**config.mk**
```make
export PLATFORM = sky130hd
export DESIGN_NAME = xm23_core
export DESIGN_NICKNAME = d
export VERILOG_FILES = /design/src/xm23_host_pkg.sv /design/src/xm23_isa_pkg.sv /design/src/xm23_op_if.sv /design/src/xm23_apb_port.sv /design/src/xm23_core.sv /design/src/xm23_decoder.sv /design/src/xm23_execute.sv /design/src/xm23_op_queue.sv
export SDC_FILE = /design/constraint.sdc
export NUM_CORES = 1
export LEC_CHECK = 0
export BUFFER_PORTS_ARGS = -buffer_cell sky130_fd_sc_hd__buf_2
export CAP_MARGIN = 20
export CORE_MARGIN = 4
export CORE_UTILIZATION = 55
export CTS_CLUSTER_DIAMETER = 60
export DETAILED_ROUTE_END_ITERATION = 6
export GPL_TIMING_DRIVEN = 1
export PLACE_DENSITY_LB_ADDON = 0.3
export SETUP_SLACK_MARGIN = 0.3
export SLEW_MARGIN = 20
export SYNTH_ARGS = -nofsm -noshare
export SYNTH_HDL_FRONTEND = slang
export SYNTH_HIERARCHICAL = 1
export SYNTH_SLANG_ARGS = --single-unit
```
**constraint.sdc**
```tcl
create_clock -name clock -period 6.1 [get_ports clock]
set_input_delay 0 -clock clock [delete_from_list [all_inputs] [get_ports clock]]
set_output_delay 0 -clock clock [all_outputs]
set_load 0.01 [all_outputs]
```
**src/xm23_host_pkg.sv**
```systemverilog
package xm23_host_pkg;

	localparam int APB_ADDR_W = 8;
	localparam int APB_DATA_W = 16;

	typedef logic [APB_ADDR_W-1:0] apb_addr_t;
	typedef logic [APB_DATA_W-1:0] apb_data_t;

	// Register n sits at ADDR_REG_BASE + 4*n
	localparam apb_addr_t ADDR_INSTR = 8'h00;
	localparam apb_addr_t ADDR_STATUS = 8'h04;
	localparam apb_addr_t ADDR_PSW = 8'h08;
	localparam apb_addr_t ADDR_REG_BASE = 8'h20;

	localparam int STATUS_BUSY = 0;
	localparam int STATUS_ILLEGAL = 1;

	localparam int QUEUE_DEPTH_DEFAULT = 4;

endpackage

```
**src/xm23_isa_pkg.sv**
```systemverilog
package xm23_isa_pkg;

	localparam int WORD_W = 16;
	localparam int BYTE_W = 8;
	localparam int REG_NUM_W = 3;
	localparam int PREFIX_W = 5;	// Top bits that select MOVL, MOVLZ, MOVH
	localparam int NUM_REGS = 8;

	typedef logic [WORD_W-1:0] word_t;
	typedef logic [BYTE_W-1:0] byte_t;
	typedef logic [REG_NUM_W-1:0] reg_num_t;

	typedef enum logic [3:0] {
		OP_ADD,
		OP_SUB,
		OP_XOR,
		OP_AND,
		OP_OR,
		OP_MOV,
		OP_SWPB,
		OP_SXT,
		OP_MOVL,
		OP_MOVLZ,
		OP_MOVH
	} xm23_op_e;

	// PSW flag positions
	localparam int PSW_C = 0;
	localparam int PSW_Z = 1;
	localparam int PSW_N = 2;
	localparam int PSW_V = 4;

	// Values selected by SRC/CON when RC is set
	localparam word_t CON_TABLE [NUM_REGS] = '{
		16'h0000, 16'h0001, 16'h0002, 16'h0004,
		16'h0008, 16'h0010, 16'h0020, 16'hffff
	};

	// Opcode byte, instruction bits 15-8
	localparam byte_t OPCODE_ADD = 8'h40;
	localparam byte_t OPCODE_SUB = 8'h42;
	localparam byte_t OPCODE_XOR = 8'h46;
	localparam byte_t OPCODE_AND = 8'h47;
	localparam byte_t OPCODE_OR = 8'h48;
	localparam byte_t OPCODE_MOV = 8'h4c;
	localparam byte_t OPCODE_SWPB_SXT = 8'h4d;	// Split by the SRC field

	localparam reg_num_t SRC_SWPB = 3'd3;
	localparam reg_num_t SRC_SXT = 3'd4;

	// Bits 15-11 of the move-immediate group
	localparam logic [PREFIX_W-1:0] PREFIX_MOVL = 5'b01100;
	localparam logic [PREFIX_W-1:0] PREFIX_MOVLZ = 5'b01101;
	localparam logic [PREFIX_W-1:0] PREFIX_MOVH = 5'b01111;

endpackage

```
**src/xm23_op_if.sv**
```systemverilog
`timescale 1ns/1ps

interface xm23_op_if;

	logic valid;
	logic ready;
	xm23_isa_pkg::xm23_op_e op;
	xm23_isa_pkg::reg_num_t dst;
	xm23_isa_pkg::reg_num_t src;	// Register or constant index
	logic rc;
	logic wb;
	xm23_isa_pkg::byte_t imm;	// MOVL/MOVLZ/MOVH byte

	modport producer (
		output valid, op, dst, src, rc, wb, imm,
		input ready
	);

	modport consumer (
		input valid, op, dst, src, rc, wb, imm,
		output ready
	);

endinterface

```
**src/xm23_apb_port.sv**
```systemverilog
`timescale 1ns/1ps

module xm23_apb_port (
	input logic clock,
	input logic arst_n,
	input xm23_host_pkg::apb_addr_t paddr,
	input logic psel,
	input logic penable,
	input logic pwrite,
	input xm23_host_pkg::apb_data_t pwdata,
	input logic instr_ready,
	input logic dec_pending,
	input logic queue_pending,
	input logic exe_busy,
	input logic illegal_pulse,
	input xm23_isa_pkg::word_t reg_rd_data,
	input xm23_isa_pkg::word_t psw,
	output xm23_host_pkg::apb_data_t prdata,
	output logic pready,
	output logic pslverr,
	output xm23_isa_pkg::word_t instr_word,
	output logic instr_valid,
	output xm23_isa_pkg::reg_num_t reg_rd_sel
);

	logic access;
	logic is_instr;
	logic is_status;
	logic is_psw;
	logic is_reg;
	logic addr_err;
	logic illegal_flag;

	assign access = psel && penable;

	assign is_instr = paddr == xm23_host_pkg::ADDR_INSTR;
	assign is_status = paddr == xm23_host_pkg::ADDR_STATUS;
	assign is_psw = paddr == xm23_host_pkg::ADDR_PSW;
	assign is_reg = (paddr[7:5] == xm23_host_pkg::ADDR_REG_BASE[7:5]) && (paddr[1:0] == 2'b00);

	// Unmapped, instruction read, or write to a read-only location
	assign addr_err = !(is_instr || is_status || is_psw || is_reg)
		|| (is_instr && !pwrite)
		|| (pwrite && (is_psw || is_reg));

	assign instr_word = pwdata;
	assign instr_valid = access && pwrite && is_instr;
	assign reg_rd_sel = paddr[4:2];

	assign pready = access && (!instr_valid || instr_ready);	// Stall until decoder takes word
	assign pslverr = access && addr_err;

	always_comb begin
		prdata = '0;
		if (!pwrite && !addr_err) begin
			if (is_status) begin
				prdata[xm23_host_pkg::STATUS_BUSY] = dec_pending || queue_pending || exe_busy;
				prdata[xm23_host_pkg::STATUS_ILLEGAL] = illegal_flag;
			end else if (is_psw) begin
				prdata = psw;
			end else begin
				prdata = reg_rd_data;
			end
		end
	end

	// A new illegal word wins over a clear in the same cycle
	always_ff @(posedge clock or negedge arst_n) begin
		if (!arst_n) begin
			illegal_flag <= 1'b0;
		end else if (illegal_pulse) begin
			illegal_flag <= 1'b1;
		end else if (access && pwrite && is_status) begin
			illegal_flag <= 1'b0;
		end
	end

endmodule

```
**src/xm23_core.sv**
```systemverilog
`timescale 1ns/1ps

module xm23_core (
	input logic clock,
	input logic arst_n,
	input xm23_host_pkg::apb_addr_t paddr,
	input logic psel,
	input logic penable,
	input logic pwrite,
	input xm23_host_pkg::apb_data_t pwdata,
	output xm23_host_pkg::apb_data_t prdata,
	output logic pready,
	output logic pslverr
);

	xm23_isa_pkg::word_t instr_word;
	logic instr_valid;
	logic instr_ready;
	logic dec_pending;
	logic queue_pending;
	logic exe_busy;
	logic illegal_pulse;
	xm23_isa_pkg::reg_num_t reg_rd_sel;
	xm23_isa_pkg::word_t reg_rd_data;
	xm23_isa_pkg::word_t psw;

	xm23_op_if dec_if ();	// Decoder to queue
	xm23_op_if exe_if ();	// Queue to execute unit

	xm23_apb_port u_apb_port (
		.clock(clock),
		.arst_n(arst_n),
		.paddr(paddr),
		.psel(psel),
		.penable(penable),
		.pwrite(pwrite),
		.pwdata(pwdata),
		.instr_ready(instr_ready),
		.dec_pending(dec_pending),
		.queue_pending(queue_pending),
		.exe_busy(exe_busy),
		.illegal_pulse(illegal_pulse),
		.reg_rd_data(reg_rd_data),
		.psw(psw),
		.prdata(prdata),
		.pready(pready),
		.pslverr(pslverr),
		.instr_word(instr_word),
		.instr_valid(instr_valid),
		.reg_rd_sel(reg_rd_sel)
	);

	xm23_decoder u_decoder (
		.clock(clock),
		.arst_n(arst_n),
		.instr_word(instr_word),
		.instr_valid(instr_valid),
		.instr_ready(instr_ready),
		.dec_pending(dec_pending),
		.illegal_pulse(illegal_pulse),
		.dec_if(dec_if.producer)
	);

	xm23_op_queue #(
		.DEPTH(xm23_host_pkg::QUEUE_DEPTH_DEFAULT)
	) u_op_queue (
		.clock(clock),
		.arst_n(arst_n),
		.dec_if(dec_if.consumer),
		.exe_if(exe_if.producer),
		.queue_pending(queue_pending)
	);

	xm23_execute u_execute (
		.clock(clock),
		.arst_n(arst_n),
		.exe_if(exe_if.consumer),
		.reg_rd_sel(reg_rd_sel),
		.reg_rd_data(reg_rd_data),
		.psw(psw),
		.exe_busy(exe_busy)
	);

endmodule

```
**src/xm23_decoder.sv**
```systemverilog
`timescale 1ns/1ps

module xm23_decoder (
	input logic clock,
	input logic arst_n,
	input xm23_isa_pkg::word_t instr_word,
	input logic instr_valid,
	output logic instr_ready,
	output logic dec_pending,
	output logic illegal_pulse,
	xm23_op_if.producer dec_if
);

	xm23_isa_pkg::xm23_op_e dec_op;
	logic dec_legal;
	logic take;

	assign instr_ready = !dec_if.valid || dec_if.ready;	// Empty or draining this cycle
	assign take = instr_valid && instr_ready;
	assign dec_pending = dec_if.valid;

	always_comb begin
		dec_op = xm23_isa_pkg::OP_MOV;
		dec_legal = 1'b1;
		case (instr_word[15:11])
			xm23_isa_pkg::PREFIX_MOVL: dec_op = xm23_isa_pkg::OP_MOVL;
			xm23_isa_pkg::PREFIX_MOVLZ: dec_op = xm23_isa_pkg::OP_MOVLZ;
			xm23_isa_pkg::PREFIX_MOVH: dec_op = xm23_isa_pkg::OP_MOVH;
			default: begin
				case (instr_word[15:8])
					xm23_isa_pkg::OPCODE_ADD: dec_op = xm23_isa_pkg::OP_ADD;
					xm23_isa_pkg::OPCODE_SUB: dec_op = xm23_isa_pkg::OP_SUB;
					xm23_isa_pkg::OPCODE_XOR: dec_op = xm23_isa_pkg::OP_XOR;
					xm23_isa_pkg::OPCODE_AND: dec_op = xm23_isa_pkg::OP_AND;
					xm23_isa_pkg::OPCODE_OR: dec_op = xm23_isa_pkg::OP_OR;
					xm23_isa_pkg::OPCODE_MOV: dec_op = xm23_isa_pkg::OP_MOV;
					xm23_isa_pkg::OPCODE_SWPB_SXT: begin
						if (instr_word[5:3] == xm23_isa_pkg::SRC_SWPB) begin
							dec_op = xm23_isa_pkg::OP_SWPB;
						end else if (instr_word[5:3] == xm23_isa_pkg::SRC_SXT) begin
							dec_op = xm23_isa_pkg::OP_SXT;
						end else begin
							dec_legal = 1'b0;
						end
					end
					default: dec_legal = 1'b0;
				endcase
			end
		endcase
	end

	// Illegal words are consumed and dropped here
	always_ff @(posedge clock or negedge arst_n) begin
		if (!arst_n) begin
			dec_if.valid <= 1'b0;
			illegal_pulse <= 1'b0;
		end else begin
			illegal_pulse <= take && !dec_legal;
			if (take && dec_legal) begin
				dec_if.valid <= 1'b1;
			end else if (dec_if.ready) begin
				dec_if.valid <= 1'b0;
			end
		end
	end

	always_ff @(posedge clock) begin
		if (take && dec_legal) begin
			dec_if.op <= dec_op;
			dec_if.dst <= instr_word[2:0];
			dec_if.src <= instr_word[5:3];
			dec_if.rc <= instr_word[7];
			dec_if.wb <= instr_word[6];
			dec_if.imm <= instr_word[10:3];	// Only meaningful for MOVx
		end
	end

endmodule

```
**src/xm23_execute.sv**
```systemverilog
`timescale 1ns/1ps

module xm23_execute (
	input logic clock,
	input logic arst_n,
	xm23_op_if.consumer exe_if,
	input xm23_isa_pkg::reg_num_t reg_rd_sel,
	output xm23_isa_pkg::word_t reg_rd_data,
	output xm23_isa_pkg::word_t psw,
	output logic exe_busy
);

	typedef enum logic [1:0] {ST_IDLE, ST_OPERAND, ST_ALU, ST_WRITE} exe_state_e;

	exe_state_e state;
	xm23_isa_pkg::word_t regs [xm23_isa_pkg::NUM_REGS];
	xm23_isa_pkg::xm23_op_e op_q;
	xm23_isa_pkg::reg_num_t dst_q;
	logic wb_q;
	xm23_isa_pkg::byte_t imm_q;
	xm23_isa_pkg::word_t dst_val;
	xm23_isa_pkg::word_t src_val;
	xm23_isa_pkg::word_t result_q;
	xm23_isa_pkg::word_t psw_new_q;
	xm23_isa_pkg::word_t result;
	xm23_isa_pkg::word_t psw_new;
	xm23_isa_pkg::word_t addend;
	xm23_isa_pkg::word_t logic_res;
	logic carry_in;
	logic [16:0] sum_w;
	logic [8:0] sum_b;
	logic accept;

	assign exe_if.ready = state == ST_IDLE;
	assign accept = exe_if.valid && exe_if.ready;
	assign exe_busy = state != ST_IDLE;
	assign reg_rd_data = regs[reg_rd_sel];

	// SUB is dst + ~src + 1
	assign carry_in = op_q == xm23_isa_pkg::OP_SUB;
	assign addend = carry_in ? ~src_val : src_val;
	assign sum_w = {1'b0, dst_val} + {1'b0, addend} + {16'h0000, carry_in};
	assign sum_b = {1'b0, dst_val[7:0]} + {1'b0, addend[7:0]} + {8'h00, carry_in};

	always_comb begin
		case (op_q)
			xm23_isa_pkg::OP_AND: logic_res = dst_val & src_val;
			xm23_isa_pkg::OP_OR: logic_res = dst_val | src_val;
			default: logic_res = dst_val ^ src_val;
		endcase
	end

	always_comb begin
		result = dst_val;
		psw_new = psw;
		case (op_q)
			xm23_isa_pkg::OP_ADD, xm23_isa_pkg::OP_SUB: begin
				if (wb_q) begin
					result[7:0] = sum_b[7:0];	// High byte of dst kept
					psw_new[xm23_isa_pkg::PSW_C] = sum_b[8];
					psw_new[xm23_isa_pkg::PSW_Z] = sum_b[7:0] == 8'h00;
					psw_new[xm23_isa_pkg::PSW_N] = sum_b[7];
					psw_new[xm23_isa_pkg::PSW_V] = (dst_val[7] == addend[7]) && (sum_b[7] != dst_val[7]);
				end else begin
					result = sum_w[15:0];
					psw_new[xm23_isa_pkg::PSW_C] = sum_w[16];
					psw_new[xm23_isa_pkg::PSW_Z] = sum_w[15:0] == 16'h0000;
					psw_new[xm23_isa_pkg::PSW_N] = sum_w[15];
					psw_new[xm23_isa_pkg::PSW_V] = (dst_val[15] == addend[15]) && (sum_w[15] != dst_val[15]);
				end
			end
			xm23_isa_pkg::OP_XOR, xm23_isa_pkg::OP_AND, xm23_isa_pkg::OP_OR: begin
				psw_new[xm23_isa_pkg::PSW_C] = 1'b0;
				psw_new[xm23_isa_pkg::PSW_V] = 1'b0;
				if (wb_q) begin
					result[7:0] = logic_res[7:0];
					psw_new[xm23_isa_pkg::PSW_Z] = logic_res[7:0] == 8'h00;
					psw_new[xm23_isa_pkg::PSW_N] = logic_res[7];
				end else begin
					result = logic_res;
					psw_new[xm23_isa_pkg::PSW_Z] = logic_res == 16'h0000;
					psw_new[xm23_isa_pkg::PSW_N] = logic_res[15];
				end
			end
			xm23_isa_pkg::OP_MOV: begin
				if (wb_q) begin
					result[7:0] = src_val[7:0];
				end else begin
					result = src_val;
				end
			end
			xm23_isa_pkg::OP_SWPB: result = {dst_val[7:0], dst_val[15:8]};
			xm23_isa_pkg::OP_SXT: result = {{8{dst_val[7]}}, dst_val[7:0]};
			xm23_isa_pkg::OP_MOVL: result[7:0] = imm_q;
			xm23_isa_pkg::OP_MOVLZ: result = {8'h00, imm_q};
			xm23_isa_pkg::OP_MOVH: result[15:8] = imm_q;
			default: result = dst_val;
		endcase
	end

	// Accept, compute, write back, then one cycle before ready again
	always_ff @(posedge clock or negedge arst_n) begin
		if (!arst_n) begin
			state <= ST_IDLE;
			psw <= '0;
			for (int i = 0; i < xm23_isa_pkg::NUM_REGS; i++) begin
				regs[i] <= '0;
			end
		end else begin
			case (state)
				ST_IDLE: begin
					if (accept) begin
						state <= ST_OPERAND;
					end
				end
				ST_OPERAND: state <= ST_ALU;
				ST_ALU: begin
					state <= ST_WRITE;
					regs[dst_q] <= result_q;
					psw <= psw_new_q;
				end
				default: state <= ST_IDLE;
			endcase
		end
	end

	always_ff @(posedge clock) begin
		if (accept) begin
			op_q <= exe_if.op;
			dst_q <= exe_if.dst;
			wb_q <= exe_if.wb;
			imm_q <= exe_if.imm;
			dst_val <= regs[exe_if.dst];
			src_val <= exe_if.rc ? xm23_isa_pkg::CON_TABLE[exe_if.src] : regs[exe_if.src];
		end
		if (state == ST_OPERAND) begin
			result_q <= result;
			psw_new_q <= psw_new;
		end
	end

endmodule

```
**src/xm23_op_queue.sv**
```systemverilog
`timescale 1ns/1ps

module xm23_op_queue #(
	parameter int DEPTH = xm23_host_pkg::QUEUE_DEPTH_DEFAULT
) (
	input logic clock,
	input logic arst_n,
	xm23_op_if.consumer dec_if,
	xm23_op_if.producer exe_if,
	output logic queue_pending
);

	typedef logic [$clog2(DEPTH)-1:0] ptr_t;
	typedef logic [$clog2(DEPTH+1)-1:0] count_t;

	xm23_isa_pkg::xm23_op_e mem_op [DEPTH];
	xm23_isa_pkg::reg_num_t mem_dst [DEPTH];
	xm23_isa_pkg::reg_num_t mem_src [DEPTH];
	logic mem_rc [DEPTH];
	logic mem_wb [DEPTH];
	xm23_isa_pkg::byte_t mem_imm [DEPTH];

	ptr_t wr_ptr;
	ptr_t rd_ptr;
	count_t count;
	logic push;
	logic pop;

	assign dec_if.ready = count != count_t'(DEPTH);	// No fall-through when full
	assign exe_if.valid = count != '0;
	assign queue_pending = count != '0;

	assign push = dec_if.valid && dec_if.ready;
	assign pop = exe_if.valid && exe_if.ready;

	assign exe_if.op = mem_op[rd_ptr];
	assign exe_if.dst = mem_dst[rd_ptr];
	assign exe_if.src = mem_src[rd_ptr];
	assign exe_if.rc = mem_rc[rd_ptr];
	assign exe_if.wb = mem_wb[rd_ptr];
	assign exe_if.imm = mem_imm[rd_ptr];

	always_ff @(posedge clock or negedge arst_n) begin
		if (!arst_n) begin
			wr_ptr <= '0;
			rd_ptr <= '0;
			count <= '0;
		end else begin
			if (push) begin
				wr_ptr <= (wr_ptr == ptr_t'(DEPTH - 1)) ? '0 : wr_ptr + 1'b1;
			end
			if (pop) begin
				rd_ptr <= (rd_ptr == ptr_t'(DEPTH - 1)) ? '0 : rd_ptr + 1'b1;
			end
			if (push && !pop) begin
				count <= count + 1'b1;
			end else if (pop && !push) begin
				count <= count - 1'b1;
			end
		end
	end

	always_ff @(posedge clock) begin
		if (push) begin
			mem_op[wr_ptr] <= dec_if.op;
			mem_dst[wr_ptr] <= dec_if.dst;
			mem_src[wr_ptr] <= dec_if.src;
			mem_rc[wr_ptr] <= dec_if.rc;
			mem_wb[wr_ptr] <= dec_if.wb;
			mem_imm[wr_ptr] <= dec_if.imm;
		end
	end

endmodule
```
# After elaboration in Yosys (flattened, before gate mapping)
# Memory sizes are Yosys's and may differ from the RTL's. A register that Yosys moved wholly into a read port is not among the register bits.
# Index checks and enable logic that the tools add are counted.
[classes]
n_addsub = 8
n_lt_le_gt_ge = 5
eq_ne = 35
muxes = 52
bitwise_logic = 8
n_reduce_logical = 56
[ops]
columns = ["cell", "n"]
rows = [
  ["$mux W16", 13],
  ["$bmux W16 S3", 3],
  ["$bwmux W128", 1],
  ["$eq A8 B7 Y1 const B", 7],
  ["$pmux W8 S7", 1],
  ["$demux W16 S3", 1],
  ["$pmux W8 S5", 1],
  ["$logic_not A16 Y1", 2],
  ["$mux W8", 4],
  ["$pmux W16 S2", 1],
  ["$logic_not A8 Y1", 3],
  ["$pmux W4 S6", 1],
  ["$logic_and A1 B1 Y1", 20],
  ["$add A16 B16 Y17", 1],
  ["$add A17 B1 Y17", 1],
  ["$and A16 B16 Y16", 1],
  ["$eq A4 B3 Y1 const B", 4],
  ["$ge A4 B4 Y1 const B", 4],
  ["$not A16 Y16", 1],
  ["$not A3 Y4", 4],
  ["$or A16 B16 Y16", 1],
  ["$xor A16 B16 Y16", 1],
  ["$eq A5 B4 Y1 const B", 3],
  ["$mux W14", 1],
  ["37 further kinds", 84],
]
[totals]
ff_bits = 243
ramBits = 80
rom_bits = 128
inputBits = 29
out_inout_bits = 18
word_cells = 198
mem_count = 7
[memory_table]
columns = ["memory", "depth", "width", "rd", "rd_ports_with_merged_regs", "wr", "line", "rtl"]
rows = [
  ["(name not given)", 8, 16, 1, 0, 0, "xm23_execute.sv:134", "src_val <= exe_if.rc ? xm23_isa_pkg::CON_TABLE[exe_if.src] : regs[exe_if.src];"],
  ["u_op_queue.mem_imm", 4, 8, 1, 1, 1, "xm23_op_queue.sv:21", "xm23_isa_pkg::byte_t mem_imm [DEPTH];"],
  ["u_op_queue.mem_op", 4, 4, 1, 1, 1, "xm23_op_queue.sv:16", "xm23_isa_pkg::xm23_op_e mem_op [DEPTH];"],
  ["u_op_queue.mem_dst", 4, 3, 1, 0, 1, "xm23_op_queue.sv:17", "xm23_isa_pkg::reg_num_t mem_dst [DEPTH];"],
  ["u_op_queue.mem_src", 4, 3, 1, 0, 1, "xm23_op_queue.sv:18", "xm23_isa_pkg::reg_num_t mem_src [DEPTH];"],
  ["u_op_queue.mem_rc", 4, 1, 1, 0, 1, "xm23_op_queue.sv:19", "logic mem_rc [DEPTH];"],
  ["1 more memories", "--", "--", "--", "--", "--", "--", ""],
]

# Logic depth before layout (Yosys ltp)
[logic_depth]
word_depth = 10
ltp_mapped = 15
mapped_depth_nobuf = 10

# Hierarchy
# Netlist, hierarchy kept.
[modules_own_cells]
columns = ["mod", "n_inst", "cells_per_inst", "area_each_um2", "seq_area_each_um2"]
rows = [
  ["xm23_execute", 1, 1059, 13937.1, 6055.8],
  ["xm23_op_queue", 1, 141, 3326.9, 2577.5],
  ["xm23_decoder", 1, 58, 762.0, 500.5],
  ["xm23_apb_port", 1, 100, 576.8, 25.0],
]

# Worst setup path before layout
# Ideal clock, no wire load.
[synth_timing]
path_kind = "register to register"
from = "register u_execute.op_q[3], read port of u_op_queue.mem_op"
to = "register u_execute.psw_new_q[1], data pin"
setup_time_ns = 0.268
arrival_ns = 3.690
t_required_ns = 5.832
setup_slack_ns = 2.142
stages_incl_launch_ff = 14
path_buffers = 3
synth_period_minus_slack_ns = 3.958
cell_sequence = "edfxtp_1 -> buf_2 -> buf_1 -> nor4b_2 -> buf_2 -> xnor2_1 -> ha_1 -> a21o_1 -> a221o_1 -> a31oi_1 -> mux2i_1 -> a22o_1 -> a41oi_1 -> o31ai_1"
[synth_between]
elab_chain_cells = 7
elab_cells_between_ends = 20
classes_between = "add/sub: 4; eq/ne: 4; mux: 5; reduce/logical: 7"
[synth_rtl]
columns = ["item", "line", "rtl"]
rows = [
  ["from (decl)", "xm23_execute.sv:17", "xm23_isa_pkg::xm23_op_e op_q;"],
  ["$eq A4 B1 Y1", "xm23_execute.sv:40, xm23_execute.sv:56", ""],
  ["$mux W16", "xm23_execute.sv:41", "assign addend = carry_in ? ~src_val : src_val;"],
  ["$add A16 B16 Y17 or $add A8 B8 Y9 (tied branches)", "xm23_execute.sv:42, xm23_execute.sv:43", ""],
  ["$add A17 B1 Y17 or $add A9 B1 Y9 (tied branches)", "xm23_execute.sv:42, xm23_execute.sv:43", ""],
  ["$logic_not A16 Y1 or $logic_not A8 Y1 (tied branches)", "xm23_execute.sv:67, xm23_execute.sv:61", ""],
  ["$mux W3", "xm23_execute.sv:58", "if (wb_q) begin"],
  ["$pmux W3 S2 *", "xm23_execute.sv:56", "case (op_q)"],
  ["via u_execute.psw_new[1]", "xm23_execute.sv:26", "xm23_isa_pkg::word_t psw_new;"],
  ["to (signal assigned)", "xm23_execute.sv:138", "psw_new_q <= psw_new;"],
  ["to (decl)", "xm23_execute.sv:24", "xm23_isa_pkg::word_t psw_new_q;"],
]
# The timed path passes the listed nets; every way through them passes the cells marked *.
# A chain may end at the register's enable or synchronous reset.

# Worst setup path in the final report
# Same ends and word-level chain as after synthesis.

==> qor.csv <==
stage,metric,value,unit
status,status,completed,
timing,setup_tns,0,ns
die,design.die.area,36800,um2
yosys,syn-num-nets,1450,
global_routing,grt_max_degree,94,
yosys,syn-cell-area,18600,um2
clock_network,clk_pin_slew,0.06,ns
yosys,ys.flop_type,edfxtp_1,
yosys,postSynthCellCount,1358,
drt,first_iter_violations,1194,
critical_path,crit_path_top_delay_cell,nor4b_4,
critical_path,cp_slowest_stage_delay,0.86,ns
critical_path,crit_family,compound AO/OA/AOI/OAI gates,
yosys,yosys_warnings,6,
critical_path,critPathKind,register to register,
place,post-dp-hpwl,31300,um
yosys,synth_edf_count,175,
drt,ant_nets,0,
die,rows,67,
timing,fmax,0.233,GHz
critical_path,crit_arrival,4.54,ns
yosys,ys_seq_area_share,49.2,%
layout,antennaDiodeCount,0,
yosys,synth_commonest_cells,"mux2_2, edfxtp_1, dfrtp_1",
drt,wl_per_cell,25.2,um
critical_path,endpoint_kind,register,
global_routing,grt_pass1_vias,12200,
timing,slew_headroom,25.1,%
critical_path,crit_path_max_fanout,19,
yosys,synth_largest_area_cell,edfxtp_1,
flow_run,max_cap_violations,0,
critical_path,crit_chain,nor4b_4 -> xnor2_1 -> fa_1 -> a21o_1 -> a221o_1 -> a31oi_1 -> mux2i_1 -> a22o_1 -> a41oi_1 -> o31ai_1,
yosys,async_flop_share,47.1,%
layout,final_nets,1472,
power,powerDensity,594,nW/um2
clock_network,cts_resized,0,
die,io_pins,47,
clock_network,hold_buffers,27,
yosys,avgSynthCellArea,13.7,um2
die,initial_core_util,55.6,%
clock_network,cts_made_buffers,38,
place,gp_congestion,0.957,
clock_network,insertion_delay,0.55,ns
drt,dr.pass1.iters,6,
timing,fin_skew,0.0517,ns
clock_network,cts_tree,done,
clock_network,root_buffer,clkbuf_16,
die,chipWidth,192,um
timing,rsz0062_at_grt,false,
layout,fill_cells,2510,
layout,drive_gt1_share,32.3,%
timing,fin_hold_ws,0.114,ns
global_routing,antenna_found_initial,1,
yosys,synth_area_leaders,"edfxtp_1, dfrtp_1, mux4_2",
timing,hold_viol_final,0,
yosys,synth_cell_types,81,
global_routing,overflow,0,
place,port-buffer-count,46,
clock_network,htree_levels,2,
critical_path,critPathLaunchType,register,
drt,route.detailed.drc,0,
critical_path,critPathBufInv,0,
clock_network,clockBufferDepth,3,
timing,finalMaxSlewViolations,0,
global_routing,grt_pass1_wl,72400,um
timing,period_needed,4.30,ns
critical_path,rr_worst_depth,10,
place,place_area,19000,um2
die,coreArea,33400,um2
die,die_h,192,um
timing,post-route-period-util,70.4,%
critical_path,required,6.34,ns
critical_path,ff2ff_setup_slack,1.80,ns
drt,viasPerCell,6.56,
yosys,synth.most_common_cell,mux2_2,
clock_network,cts_sinks,331,
layout,syn2layout_area_growth,10.0,%
yosys,ys_ff_latch,331,
yosys,synth_top_area_share,28.2,%
drt,vias,12200,
layout,fin_area,20500,um2
timing,tightestPinTransition,1.12,ns
min_path,hold_path.class,input pin to register,
clock_network,cts_setup_buffers,0,
drt,wl,46900,um
global_routing,grt_use_total,25.9,%
critical_path,worst-path-stages,10,
power,leakage,0.00795,uW
power,worst_ir_drop_vdd,0.000327,V
timing,setup_viol,0,
min_path,worstHoldPathCells,3,
[power by group]
| part | switching, uW | total, uW | internal (uW) |
|---|---|---|---|
| clock network | 924 | 2130 | 1200 |
| registers | 914 | 4250 | 3340 |
| logic | 3000 | 5780 | 2780 |
| total | 4840 | 12200 | 7320 |
[cells in the final DEF, fill, tap and decap left out, types with 33 or more instances in the layout]
master / synthesis / routed
inv_1: 50 / 50
a21oi_1: 53 / 53
edfxtp_1: 175 / 175
ha_1: 61 / 60
clkbuf_16: 0 / 38
mux4_2: 116 / 116
mux2_2: 184 / 184
nand2_1: 94 / 94
dfrtp_1: 156 / 156
o21ai_0: 34 / 33
buf_2: 9 / 45
nor2_1: 53 / 53
[final cells by class]
| cell class | count | area (um2) | area share (%) |
|---|---|---|---|
| timing repair buffer | 98 | 694 | 3.39 |
| clock buffer | 52 | 1020 | 5.00 |
| multi-input combinational | 861 | 8680 | 42.4 |
| inverter | 50 | 188 | 0.917 |
| clock inverter | 18 | 160 | 0.782 |
| tap | 448 | 561 | 2.74 |
| sequential | 331 | 9160 | 44.7 |
[layer usage]
layer	GRT usage [%]	part of all wire, %
met5	0	0.028
met4	8.07	3.3
met3	5.25	8.0
met2	41.3	48
met1	36.3	41
[sequential cells by signal (all words and copies together), names as in the netlist, 6 cells and up]
register	flops
u_op_queue/mem_src	12
u_execute/regs	128
u_execute/psw	16
u_execute/result_q	16
u_op_queue/mem_op	16
u_decoder/dec_if.imm	6
u_op_queue/mem_dst	12
u_execute/imm_q	8
u_execute/dst_val	16
u_execute/src_val	16
u_execute/psw_new_q	16
u_op_queue/mem_imm	32
[path summary, 6_finish.rpt]
| path | to | startpoint |
|---|---|---|
| min in group asynchronous | u_execute/regs[58]$_DFFE_PN0P_ | arst_n |
| worst min register to register | u_execute/psw[6]$_DFFE_PN0P_ | u_execute/psw_new_q[6]$_DFFE_PP_ |
| worst max-delay path | u_execute/psw_new_q[1]$_DFFE_PP_ | u_execute/op_q[3]$_DFFE_PP_ |
| max in group asynchronous | u_execute/regs[123]$_DFFE_PN0P_ | arst_n |
| worst min-delay path | u_decoder/dec_if.op[3]$_SDFFCE_PN0P_ | pwdata[14] |
| worst max register to register | u_execute/psw_new_q[1]$_DFFE_PP_ | u_execute/op_q[3]$_DFFE_PP_ |
[metrics by stage]
stage | util [%] | setup slack (ns) | cells | power [uW]
global placement | 56.8 | 1.99 | 1761 | 9800
global route | 61.2 | 1.46 | 1858 | 12900
floorplan | - | 2.14 | 1358 | 8350
detailed placement | 56.8 | 1.79 | 1761 | 9960
CTS | 61.2 | 1.74 | 1858 | 12200
finish | 61.2 | 1.80 | 1858 | 12200
[worst register-to-register path, cell delays in order (launching register included)]
cell      delay, ns
edfxtp_1       0.65
nor4b_4        0.86
xnor2_1        0.24
fa_1           0.46
a21o_1         0.20
a221o_1        0.39
a31oi_1        0.50
mux2i_1        0.15
a22o_1         0.22
a41oi_1        0.22
o31ai_1        0.09
[cell families (layout without fill, tap and decap cells)]
kind of cell / Yosys count / in the layout / share of synthesized area (%)
AOI/OAI and AO/OA: 205 / 205 / 7.82
adders and majority gates: 63 / 63 / 4.32
xor gates and xnor gates: 32 / 32 / 1.51
DFF: 331 / 331 / 49.2
muxes: 311 / 311 / 25.8
and+or+nand+nor: 250 / 250 / 6.99
buffers and inverters: 166 / 218 / 4.30
No activity file was read; power rests on OpenSTA's default activity.
